<file path="config.mk">
export PLATFORM = sky130hd
export DESIGN_NAME = sample_buffer
export DESIGN_NICKNAME = d
export VERILOG_FILES = /design/src/rtl/sample_buffer_pkg.sv /design/src/rtl/sample_stream_if.sv /design/src/rtl/capture_router.sv /design/src/rtl/readout_sequencer.sv /design/src/rtl/sample_buffer.sv /design/src/rtl/sample_buffer_bank.sv
export SDC_FILE = /design/constraint.sdc
export NUM_CORES = 2
export LEC_CHECK = 0
export BUFFER_PORTS_ARGS = -buffer_cell sky130_fd_sc_hd__buf_2
export CORE_ASPECT_RATIO = 1.5
export CORE_MARGIN = 2
export CORE_UTILIZATION = 25
export CTS_CLUSTER_SIZE = 28
export DETAILED_ROUTE_END_ITERATION = 7
export SETUP_SLACK_MARGIN = 0.05
export SLEW_MARGIN = 20
export SYNTH_ARGS = -nofsm -noshare
export SYNTH_HDL_FRONTEND = slang
export SYNTH_SLANG_ARGS = --single-unit
export TNS_END_PERCENT = 10
</file>
<file path="constraint.sdc">
create_clock -name clk -period 8.9 [get_ports clk]
set_clock_uncertainty 0.05 [all_clocks]
set_input_delay 0.445 -clock clk [delete_from_list [all_inputs] [get_ports clk]]
set_output_delay 0.445 -clock clk [all_outputs]
set_load 0.03 [all_outputs]
</file>
<file path="src/rtl/sample_buffer_pkg.sv">
// Sample buffer types
`default_nettype none

package sample_buffer_pkg;

  // largest channel count the banking mode can describe
  localparam int MAX_CHANNELS = 8;

  // one sample word, which also carries the channel and count words on readout
  typedef logic [15:0] sample_t;

  // banking mode m enables channels 0 to 2**m - 1
  typedef logic [$clog2(MAX_CHANNELS)-1:0] mode_t;

  typedef enum logic [1:0] {
    IDLE,
    CAPTURE,
    READOUT
  } capture_state_t;

endpackage

`default_nettype wire

</file>
<file path="src/rtl/sample_stream_if.sv">
// Sample stream interface
`timescale 1ns/1ns
`default_nettype none

interface sample_stream_if import sample_buffer_pkg::*; ();

  sample_t data;
  logic    valid;
  logic    ready;
  logic    last;

  // data and last hold while valid is high and ready is low
  modport source (
    output data,
    output valid,
    output last,
    input  ready
  );

  modport sink (
    input  data,
    input  valid,
    input  last,
    output ready
  );

endinterface

`default_nettype wire

</file>
<file path="src/rtl/capture_router.sv">
// Capture control and input routing
`timescale 1ns/1ns
`default_nettype none

module capture_router import sample_buffer_pkg::*; #(
  parameter int CHANNELS = 4
) (
  input  wire                  clk,
  input  wire                  reset,
  input  wire mode_t           cfg_mode,
  input  wire                  cfg_valid,
  output logic                 cfg_ready,
  input  wire                  start,
  input  wire                  stop,
  input  wire sample_t         in_data [CHANNELS],
  input  wire [CHANNELS-1:0]   in_valid,
  output logic [CHANNELS-1:0]  in_ready,
  sample_stream_if.source      bank_wr [CHANNELS],
  input  wire [CHANNELS-1:0]   bank_full,
  output logic                 bank_clear,
  output logic                 capture_done,
  input  wire                  readout_done,
  output capture_state_t       state,
  output mode_t                mode,
  output logic                 capture_started,
  output logic                 buffer_full
);

  localparam int BW       = (CHANNELS > 1) ? $clog2(CHANNELS) : 1;
  localparam int MAX_MODE = $clog2(CHANNELS);

  logic [BW:0]          stride;
  logic [BW-1:0]        mask;
  logic [BW-1:0]        cursor [CHANNELS];
  logic [CHANNELS-1:0]  active;
  logic [CHANNELS-1:0]  cur_full;
  logic [CHANNELS-1:0]  at_last;
  logic                 full_hit;
  logic [BW-1:0]        owner [CHANNELS];
  logic                 bank_sel [CHANNELS];
  logic                 bank_ready [CHANNELS];

  assign stride     = (BW+1)'(1) << mode;
  assign mask       = stride[BW-1:0] - 1'b1;
  assign cfg_ready  = (state == IDLE);
  assign bank_clear = (state == IDLE) && start;

  // per channel view of its current bank
  always_comb begin
    full_hit = 1'b0;
    for (int c = 0; c < CHANNELS; c++) begin
      active[c]   = (BW+1)'(c) < stride;
      cur_full[c] = bank_full[cursor[c]];
      at_last[c]  = ({1'b0, cursor[c]} + stride) >= (BW+1)'(CHANNELS);
      in_ready[c] = (state == CAPTURE) && active[c] && bank_ready[cursor[c]];
      full_hit    = full_hit | (active[c] && cur_full[c] && at_last[c]);
    end
  end

  // bank b belongs to channel b mod 2**mode
  for (genvar b = 0; b < CHANNELS; b++) begin : g_bank
    assign owner[b]    = BW'(b) & mask;
    assign bank_sel[b] = (state == CAPTURE) && active[owner[b]] &&
                         (cursor[owner[b]] == BW'(b));
    assign bank_wr[b].valid = bank_sel[b] && in_valid[owner[b]];
    assign bank_wr[b].data  = in_data[owner[b]];
    // write beats carry no framing
    assign bank_wr[b].last  = 1'b0;
    assign bank_ready[b]    = bank_wr[b].ready;
  end

  // cursor moves on to the channel's next bank once the current one is full
  always_ff @(posedge clk) begin
    for (int c = 0; c < CHANNELS; c++) begin
      if (reset || bank_clear) begin
        cursor[c] <= BW'(c);
      end else if ((state == CAPTURE) && active[c] && cur_full[c] && !at_last[c]) begin
        cursor[c] <= cursor[c] + stride[BW-1:0];
      end
    end
  end

  always_ff @(posedge clk) begin
    if (reset) begin
      state           <= IDLE;
      mode            <= '0;
      capture_done    <= 1'b0;
      capture_started <= 1'b0;
      buffer_full     <= 1'b0;
    end else begin
      capture_done <= 1'b0;
      case (state)
        IDLE: begin
          if (cfg_valid) begin
            // modes beyond the channel count fall back to one bank per channel
            mode <= (cfg_mode > mode_t'(MAX_MODE)) ? mode_t'(MAX_MODE) : cfg_mode;
          end
          if (start) begin
            state           <= CAPTURE;
            capture_started <= 1'b1;
            buffer_full     <= 1'b0;
          end
        end
        CAPTURE: begin
          if (stop || full_hit) begin
            state           <= READOUT;
            capture_done    <= 1'b1;
            capture_started <= 1'b0;
            buffer_full     <= full_hit;
          end
        end
        READOUT: begin
          if (readout_done) begin
            state <= IDLE;
          end
        end
        default: state <= IDLE;
      endcase
    end
  end

endmodule

`default_nettype wire

</file>
<file path="src/rtl/readout_sequencer.sv">
// Bank readout sequencer
`timescale 1ns/1ns
`default_nettype none

module readout_sequencer import sample_buffer_pkg::*; #(
  parameter int CHANNELS = 4
) (
  input  wire                 clk,
  input  wire                 reset,
  input  wire                 capture_done,
  input  wire mode_t          mode,
  sample_stream_if.sink       bank_rd [CHANNELS],
  output logic [CHANNELS-1:0] rd_en,
  output sample_t             out_data,
  output logic                out_valid,
  input  wire                 out_ready,
  output logic                out_last,
  output logic                readout_done
);

  localparam int BW = (CHANNELS > 1) ? $clog2(CHANNELS) : 1;

  capture_state_t seq_state;
  logic [BW-1:0]  bank_idx;
  logic           fwd;
  logic           drain;
  logic [BW:0]    stride;
  logic [BW-1:0]  owner;
  logic           load;
  logic           walking;
  logic           take;
  logic           final_bank;
  sample_t        bank_data [CHANNELS];
  logic           bank_valid [CHANNELS];
  logic           bank_last [CHANNELS];

  // every bank has an owning channel in every mode and none is skipped
  assign stride     = (BW+1)'(1) << mode;
  assign owner      = bank_idx & (stride[BW-1:0] - 1'b1);
  assign final_bank = (bank_idx == BW'(CHANNELS - 1));
  assign load       = !out_valid || out_ready;
  assign walking    = (seq_state == READOUT) && !drain;
  assign take       = walking && fwd && load && bank_valid[bank_idx];

  always_comb begin
    for (int b = 0; b < CHANNELS; b++) begin
      rd_en[b] = walking && fwd && (bank_idx == BW'(b));
    end
  end

  for (genvar b = 0; b < CHANNELS; b++) begin : g_bank
    assign bank_rd[b].ready = rd_en[b] && load;
    assign bank_data[b]     = bank_rd[b].data;
    assign bank_valid[b]    = bank_rd[b].valid;
    assign bank_last[b]     = bank_rd[b].last;
  end

  always_ff @(posedge clk) begin
    if (reset) begin
      seq_state    <= IDLE;
      bank_idx     <= '0;
      fwd          <= 1'b0;
      drain        <= 1'b0;
      out_valid    <= 1'b0;
      out_last     <= 1'b0;
      readout_done <= 1'b0;
    end else begin
      readout_done <= 1'b0;
      if (out_valid && out_ready) begin
        out_valid <= 1'b0;
      end
      case (seq_state)
        IDLE: begin
          if (capture_done) begin
            seq_state <= READOUT;
            bank_idx  <= '0;
            fwd       <= 1'b0;
            drain     <= 1'b0;
          end
        end
        READOUT: begin
          if (drain) begin
            // wait for the final word to leave
            if (out_valid && out_ready) begin
              seq_state    <= IDLE;
              drain        <= 1'b0;
              out_last     <= 1'b0;
              readout_done <= 1'b1;
            end
          end else if (!fwd) begin
            if (load) begin
              out_valid <= 1'b1;
              out_last  <= 1'b0;
              fwd       <= 1'b1;
            end
          end else if (take) begin
            out_valid <= 1'b1;
            out_last  <= bank_last[bank_idx] && final_bank;
            if (bank_last[bank_idx]) begin
              fwd <= 1'b0;
              if (final_bank) begin
                drain <= 1'b1;
              end else begin
                bank_idx <= bank_idx + 1'b1;
              end
            end
          end
        end
        default: seq_state <= IDLE;
      endcase
    end
  end

  // channel word ahead of each bank and then the bank's own words
  always_ff @(posedge clk) begin
    if (walking && !fwd && load) begin
      out_data <= sample_t'(owner);
    end else if (take) begin
      out_data <= bank_data[bank_idx];
    end
  end

endmodule

`default_nettype wire

</file>
<file path="src/rtl/sample_buffer.sv">
// Banked capture buffer
`timescale 1ns/1ns
`default_nettype none

module sample_buffer import sample_buffer_pkg::*; #(
  parameter int CHANNELS     = 4,
  parameter int BUFFER_DEPTH = 64
) (
  input  wire                 clk,
  input  wire                 reset,
  input  wire sample_t        in_data [CHANNELS],
  input  wire [CHANNELS-1:0]  in_valid,
  output wire [CHANNELS-1:0]  in_ready,
  output wire sample_t        out_data,
  output wire                 out_valid,
  input  wire                 out_ready,
  output wire                 out_last,
  input  wire mode_t          cfg_mode,
  input  wire                 cfg_valid,
  output wire                 cfg_ready,
  input  wire                 start,
  input  wire                 stop,
  output wire                 capture_started,
  output wire                 buffer_full
);

  // the memory is split evenly across the banks
  localparam int BANK_DEPTH = BUFFER_DEPTH / CHANNELS;

  wire [CHANNELS-1:0] bank_full;
  wire [CHANNELS-1:0] rd_en;
  wire                bank_clear;
  wire                capture_done;
  wire                readout_done;
  wire mode_t         mode;

  sample_stream_if bank_wr [CHANNELS] ();
  sample_stream_if bank_rd [CHANNELS] ();

  capture_router #(
    .CHANNELS(CHANNELS)
  ) u_router (
    .clk,
    .reset,
    .cfg_mode,
    .cfg_valid,
    .cfg_ready,
    .start,
    .stop,
    .in_data,
    .in_valid,
    .in_ready,
    .bank_wr         (bank_wr),
    .bank_full,
    .bank_clear,
    .capture_done,
    .readout_done,
    .state           (),
    .mode,
    .capture_started,
    .buffer_full
  );

  for (genvar b = 0; b < CHANNELS; b++) begin : g_bank
    sample_buffer_bank #(
      .DEPTH(BANK_DEPTH)
    ) u_bank (
      .clk,
      .reset,
      .clear (bank_clear),
      .wr    (bank_wr[b]),
      .full  (bank_full[b]),
      .rd_en (rd_en[b]),
      .rd    (bank_rd[b])
    );
  end

  readout_sequencer #(
    .CHANNELS(CHANNELS)
  ) u_sequencer (
    .clk,
    .reset,
    .capture_done,
    .mode,
    .bank_rd      (bank_rd),
    .rd_en,
    .out_data,
    .out_valid,
    .out_ready,
    .out_last,
    .readout_done
  );

endmodule

`default_nettype wire

</file>
<file path="src/rtl/sample_buffer_bank.sv">
// Capture buffer bank
`timescale 1ns/1ns
`default_nettype none

module sample_buffer_bank import sample_buffer_pkg::*; #(
  parameter int DEPTH = 16
) (
  input  wire  clk,
  input  wire  reset,
  input  wire  clear,
  sample_stream_if.sink wr,
  output logic full,
  input  wire  rd_en,
  sample_stream_if.source rd
);

  localparam int AW = (DEPTH > 1) ? $clog2(DEPTH) : 1;
  // wide enough for the count word index plus DEPTH samples
  localparam int CW = $clog2(DEPTH + 2);

  sample_t       mem [DEPTH];
  sample_t       mem_q;
  sample_t       wr_data_q;
  logic          wr_pend;
  logic [AW-1:0] wr_ptr;
  logic [CW-1:0] count;

  logic [CW-1:0] rd_idx;
  logic [CW-1:0] rd_idx_m1;
  logic          issue;
  logic          fire;
  logic          out_load;
  logic [1:0]    occ;
  logic          s1_valid;
  logic          s1_count;
  logic          s1_last;
  sample_t       s1_data;
  logic          skid_valid;
  logic          skid_last;
  sample_t       skid_data;

  assign full     = (count == CW'(DEPTH));
  assign wr.ready = !full;

  // count tracks accepted beats and the write lands a cycle later
  always_ff @(posedge clk) begin
    if (reset || clear) begin
      count   <= '0;
      wr_ptr  <= '0;
      wr_pend <= 1'b0;
    end else begin
      wr_pend <= wr.valid && wr.ready;
      if (wr.valid && wr.ready) begin
        count <= count + 1'b1;
      end
      if (wr_pend) begin
        wr_ptr <= wr_ptr + 1'b1;
      end
    end
  end

  always_ff @(posedge clk) begin
    if (wr.valid && wr.ready) begin
      wr_data_q <= wr.data;
    end
  end

  always_ff @(posedge clk) begin
    if (wr_pend) begin
      mem[wr_ptr] <= wr_data_q;
    end
    mem_q <= mem[rd_idx_m1[AW-1:0]];
  end

  // readout index 0 is the count word and index k reads sample k-1
  assign rd_idx_m1 = rd_idx - 1'b1;
  assign s1_data   = s1_count ? sample_t'(count) : mem_q;
  assign fire      = rd.valid && rd.ready;
  assign out_load  = !rd.valid || rd.ready;

  // at most two words held after this cycle ever wait for the sink
  assign occ   = 2'(rd.valid) + 2'(skid_valid) + 2'(s1_valid) - 2'(fire);
  assign issue = rd_en && (rd_idx <= count) && (occ < 2'd2);

  always_ff @(posedge clk) begin
    if (reset || !rd_en) begin
      rd_idx     <= '0;
      s1_valid   <= 1'b0;
      skid_valid <= 1'b0;
      rd.valid   <= 1'b0;
    end else begin
      if (issue) begin
        rd_idx <= rd_idx + 1'b1;
      end
      s1_valid <= issue;
      if (out_load) begin
        if (skid_valid) begin
          rd.valid   <= 1'b1;
          skid_valid <= s1_valid;
        end else begin
          rd.valid <= s1_valid;
        end
      end else if (s1_valid) begin
        skid_valid <= 1'b1;
      end
    end
  end

  always_ff @(posedge clk) begin
    if (issue) begin
      s1_count <= (rd_idx == '0);
      s1_last  <= (rd_idx == count);
    end
    if (out_load) begin
      rd.data <= skid_valid ? skid_data : s1_data;
      rd.last <= skid_valid ? skid_last : s1_last;
    end
    // prefetch register catches the word in flight under back-pressure
    if ((out_load && skid_valid) || (!out_load && s1_valid)) begin
      skid_data <= s1_data;
      skid_last <= s1_last;
    end
  end

endmodule

`default_nettype wire

</file>
==> results.toml <==
[run_status]
outcome = "completed"

[setup_path]
cp.required_ps = 9510
cp.depth = 12
cp_max_fo = 24
worstReg2RegEnd = "g_bank[0].u_bank.rd_idx[2]"
cp_slowest_cell = "dfxtp_1"
crit_buf_inv = 2
max_stage_delay_ps = 990
critical_path.most_common_cell = "ha_1"
crit_chain = "inv_1, ha_1, and3_1, ha_1, inv_1, ha_1, a21oi_1, xor2_1, and3_1, o21ai_0, or4_1, nand2_1"
rrSetupSlack_ps = 5270
r2r_cells = 12
r2r-start = "u_sequencer.bank_idx[1]"
cp_top_family = "flip-flops"
arrival_ps = 4230
criticalPathCategory = "register to register"
crit_path_end_kind = "register"
worstSetupStartpointType = "register"

[layout]
layout_commonest_cell = "edfxtp_1"
final_cells = 5911
final_layout_size_suffix_gt1_frac = 0.2974
fin_util = 0.2889
syn_to_final_growth_pct = 15.30
layout_common_cells = "1,242 x edfxtp_1, 333 x mux4_2, 162 x dfxtp_1, 138 x mux2_2, 113 x clkbuf_16"
nNetsFinal = 3081

[power]
p_leak_uw = 0.01986
power_switching_uw = 2541
pwr-share-comb = 0.016
p_int_uw = 10040
p_sw_frac = 0.2021
power_uw = 12580
ir_drop_mv = 0.1381
power_density_mw_per_mm2 = 198.2
clkPwrFrac = 0.413
seqPwrFrac = 0.570

[hold_path]
min_path_cells = 2
min_from = "in_data[13]"
holdCritPathClass = "input port to register"
worstHoldEndpoint = "g_bank[3].u_bank.wr_data_q[13]"

[clock_tree]
post_cts_buffers = 0
clk_pin_slew_ps = 70
clk_latency_ps = 730
cts_buffers = 111
cts_root_buffer = "clkbuf_16"
cts_num_sinks = 1408
cts_tree = "done"
clk_path_buf_depth = 3
ctsResizeCount = 0
ctsHoldBuffers = 16
htree_levels = 3

[timing]
hold_violations = 0
fin_crit_sh = 0.4073
setup_viol = 0
setup_ws_ps = 5275
rsz0062_at_grt = "no"
relSlewSlack = 0.3052
period_needed_ps = 3625
maxSlewViolCount = 0
tightest_slew_ps = 1038
fin_tns_setup_ps = 0
fmax_mhz = 275.8

[placed_design]
io_buffers = 101
place.gp.congestion = 0.8040
dp_cells = 5678
dp_worst_setup_slack_ps = 5350
dp_hpwl_um = 88400

[logic_synthesis]
syn_inst = 2728
ys_ff_latch = 1408
async_reset_ff_frac = 0
synth_cell_types = 68
synth_seq_area_share = 0.7380
synth-edff-count = 1242
synth_ff_type = "edfxtp_1"
synth_fp_nets = 2877
postSynthAreaPerCell_um2 = 20.17
yosysWarnings = 0
synthesis.area_mm2 = 0.05504

[floorplanning]
initial_core_util = 0.2506
die_h_um = 578.6
rows = 211
die_w_um = 387.1
core-area_mm2 = 0.2197
die_area_mm2 = 0.2240
io_pins = 102

[detailed_routing]
firstDrtPassIters = 8
post_drt_via_cell_ratio = 4.413
drt_iter0_drc = 2142
ant_nets = 0
drc_errors = 0
vias = 26080
drt-total-wl_um = 136700
wl_per_cell_um = 23.12

[grt]
grt.total_usage = 0.1198
grt_pass1_vias = 27110
gr-total-overflow = 0
antenna_found_initial = 29
grt_max_degree = 65
grt_pass1_wl_um = 194100

[job]
cap_viol_max_count = 0
-- registers in the layout (all words and copies together) (netlist names), 8 cells and up --
| name | cells |
|---|---|
| g_bank.u_bank.wr_ptr | 16 |
| g_bank.u_bank.count | 20 |
| g_bank.u_bank.rd_idx | 20 |
| u_sequencer.out_data | 16 |
| g_bank.u_bank.skid_data | 64 |
| g_bank.u_bank.mem_q | 64 |
| g_bank.u_bank.wr_data_q | 64 |
| g_bank.u_bank.mem | 1024 |
| g_bank.u_bank.rd.data | 64 |
| u_router.cursor | 8 |
-- power by group through the flow --
stage	logic (uW)	registers [uW]	clock network (uW)
2_1_floorplan	87.2	7300	0
3_3_place_gp	206	7310	0
3_5_place_dp	207	7320	0
4_1_cts	215	7170	5330
5_1_grt	221	7170	5540
6_report	207	7170	5200
-- kinds of logic after synthesis --
kind of cell             Yosys count  synth area share
multiplexers                     489            0.1690
flip-flops                      1408            0.7380
buffers and inverters            189           0.01530
AND/OR/NAND/NOR                  413           0.03983
adder cells (fa/ha/maj)           72           0.01691
XOR/XNOR                          53          0.008571
AO/OA/AOI/OAI                    104           0.01239
-- layout make-up --
class,count,area [um^2]
antenna,6,15.01
clock inverter,76,873.3
timing repair buffer,205,1326
clock buffer,135,2960
inverter,75,281.5
fill,21640,156200
tap,2875,3597
sequential,1408,40630
multi-input combinational,1131,13770
-- synthesized netlist by cell type (all sizes together), types with 19 or more instances --
cell / count / area (um^2)
a21oi: 38 / 190.2
and2: 55 / 344.1
and3: 21 / 131.4
buf: 54 / 331.6
clkbuf: 60 / 229.0
dfxtp: 166 / 3323
edfxtp: 1242 / 37300
ha: 68 / 850.8
inv: 75 / 281.5
mux2: 138 / 1554
mux4: 337 / 7605
nand2: 87 / 326.6
nor2: 101 / 386.6
nor2b: 47 / 294.0
nor3: 19 / 100.1
xnor2: 36 / 322.8
-- per-layer routing --
metal | track usage | wire [um] | vias up
met5 | 0 | 107 | -
met4 | 0.04554 | 4594 | 18
met3 | 0.01506 | 6760 | 170
met2 | 0.2148 | 70780 | 665
met1 | 0.1468 | 54450 | 13910
li1 | - | - | 11320
-- worst max-delay path by stage --
stage / start / end
2_1_floorplan: u_sequencer.bank_idx[0] / g_bank[0].u_bank.rd_idx[2]
3_3_place_gp: u_sequencer.bank_idx[1] / g_bank[0].u_bank.rd_idx[2]
3_5_place_dp: u_sequencer.bank_idx[1] / g_bank[0].u_bank.rd_idx[2]
4_1_cts: g_bank[1].u_bank.count[0] / in_ready[3]
5_1_grt: u_sequencer.bank_idx[1] / g_bank[1].u_bank.rd_idx[1]
6_report: u_sequencer.bank_idx[1] / g_bank[0].u_bank.rd_idx[2]
-- per-stage QoR --
step	hold slack, ps	cell area (um^2)
2_1_floorplan	372.2	55040
3_3_place_gp	388.9	59440
3_5_place_dp	397.2	59450
4_1_cts	1.985	63440
5_1_grt	21.85	63450
6_report	18.74	63460
(Power assumes the default switching activity.)
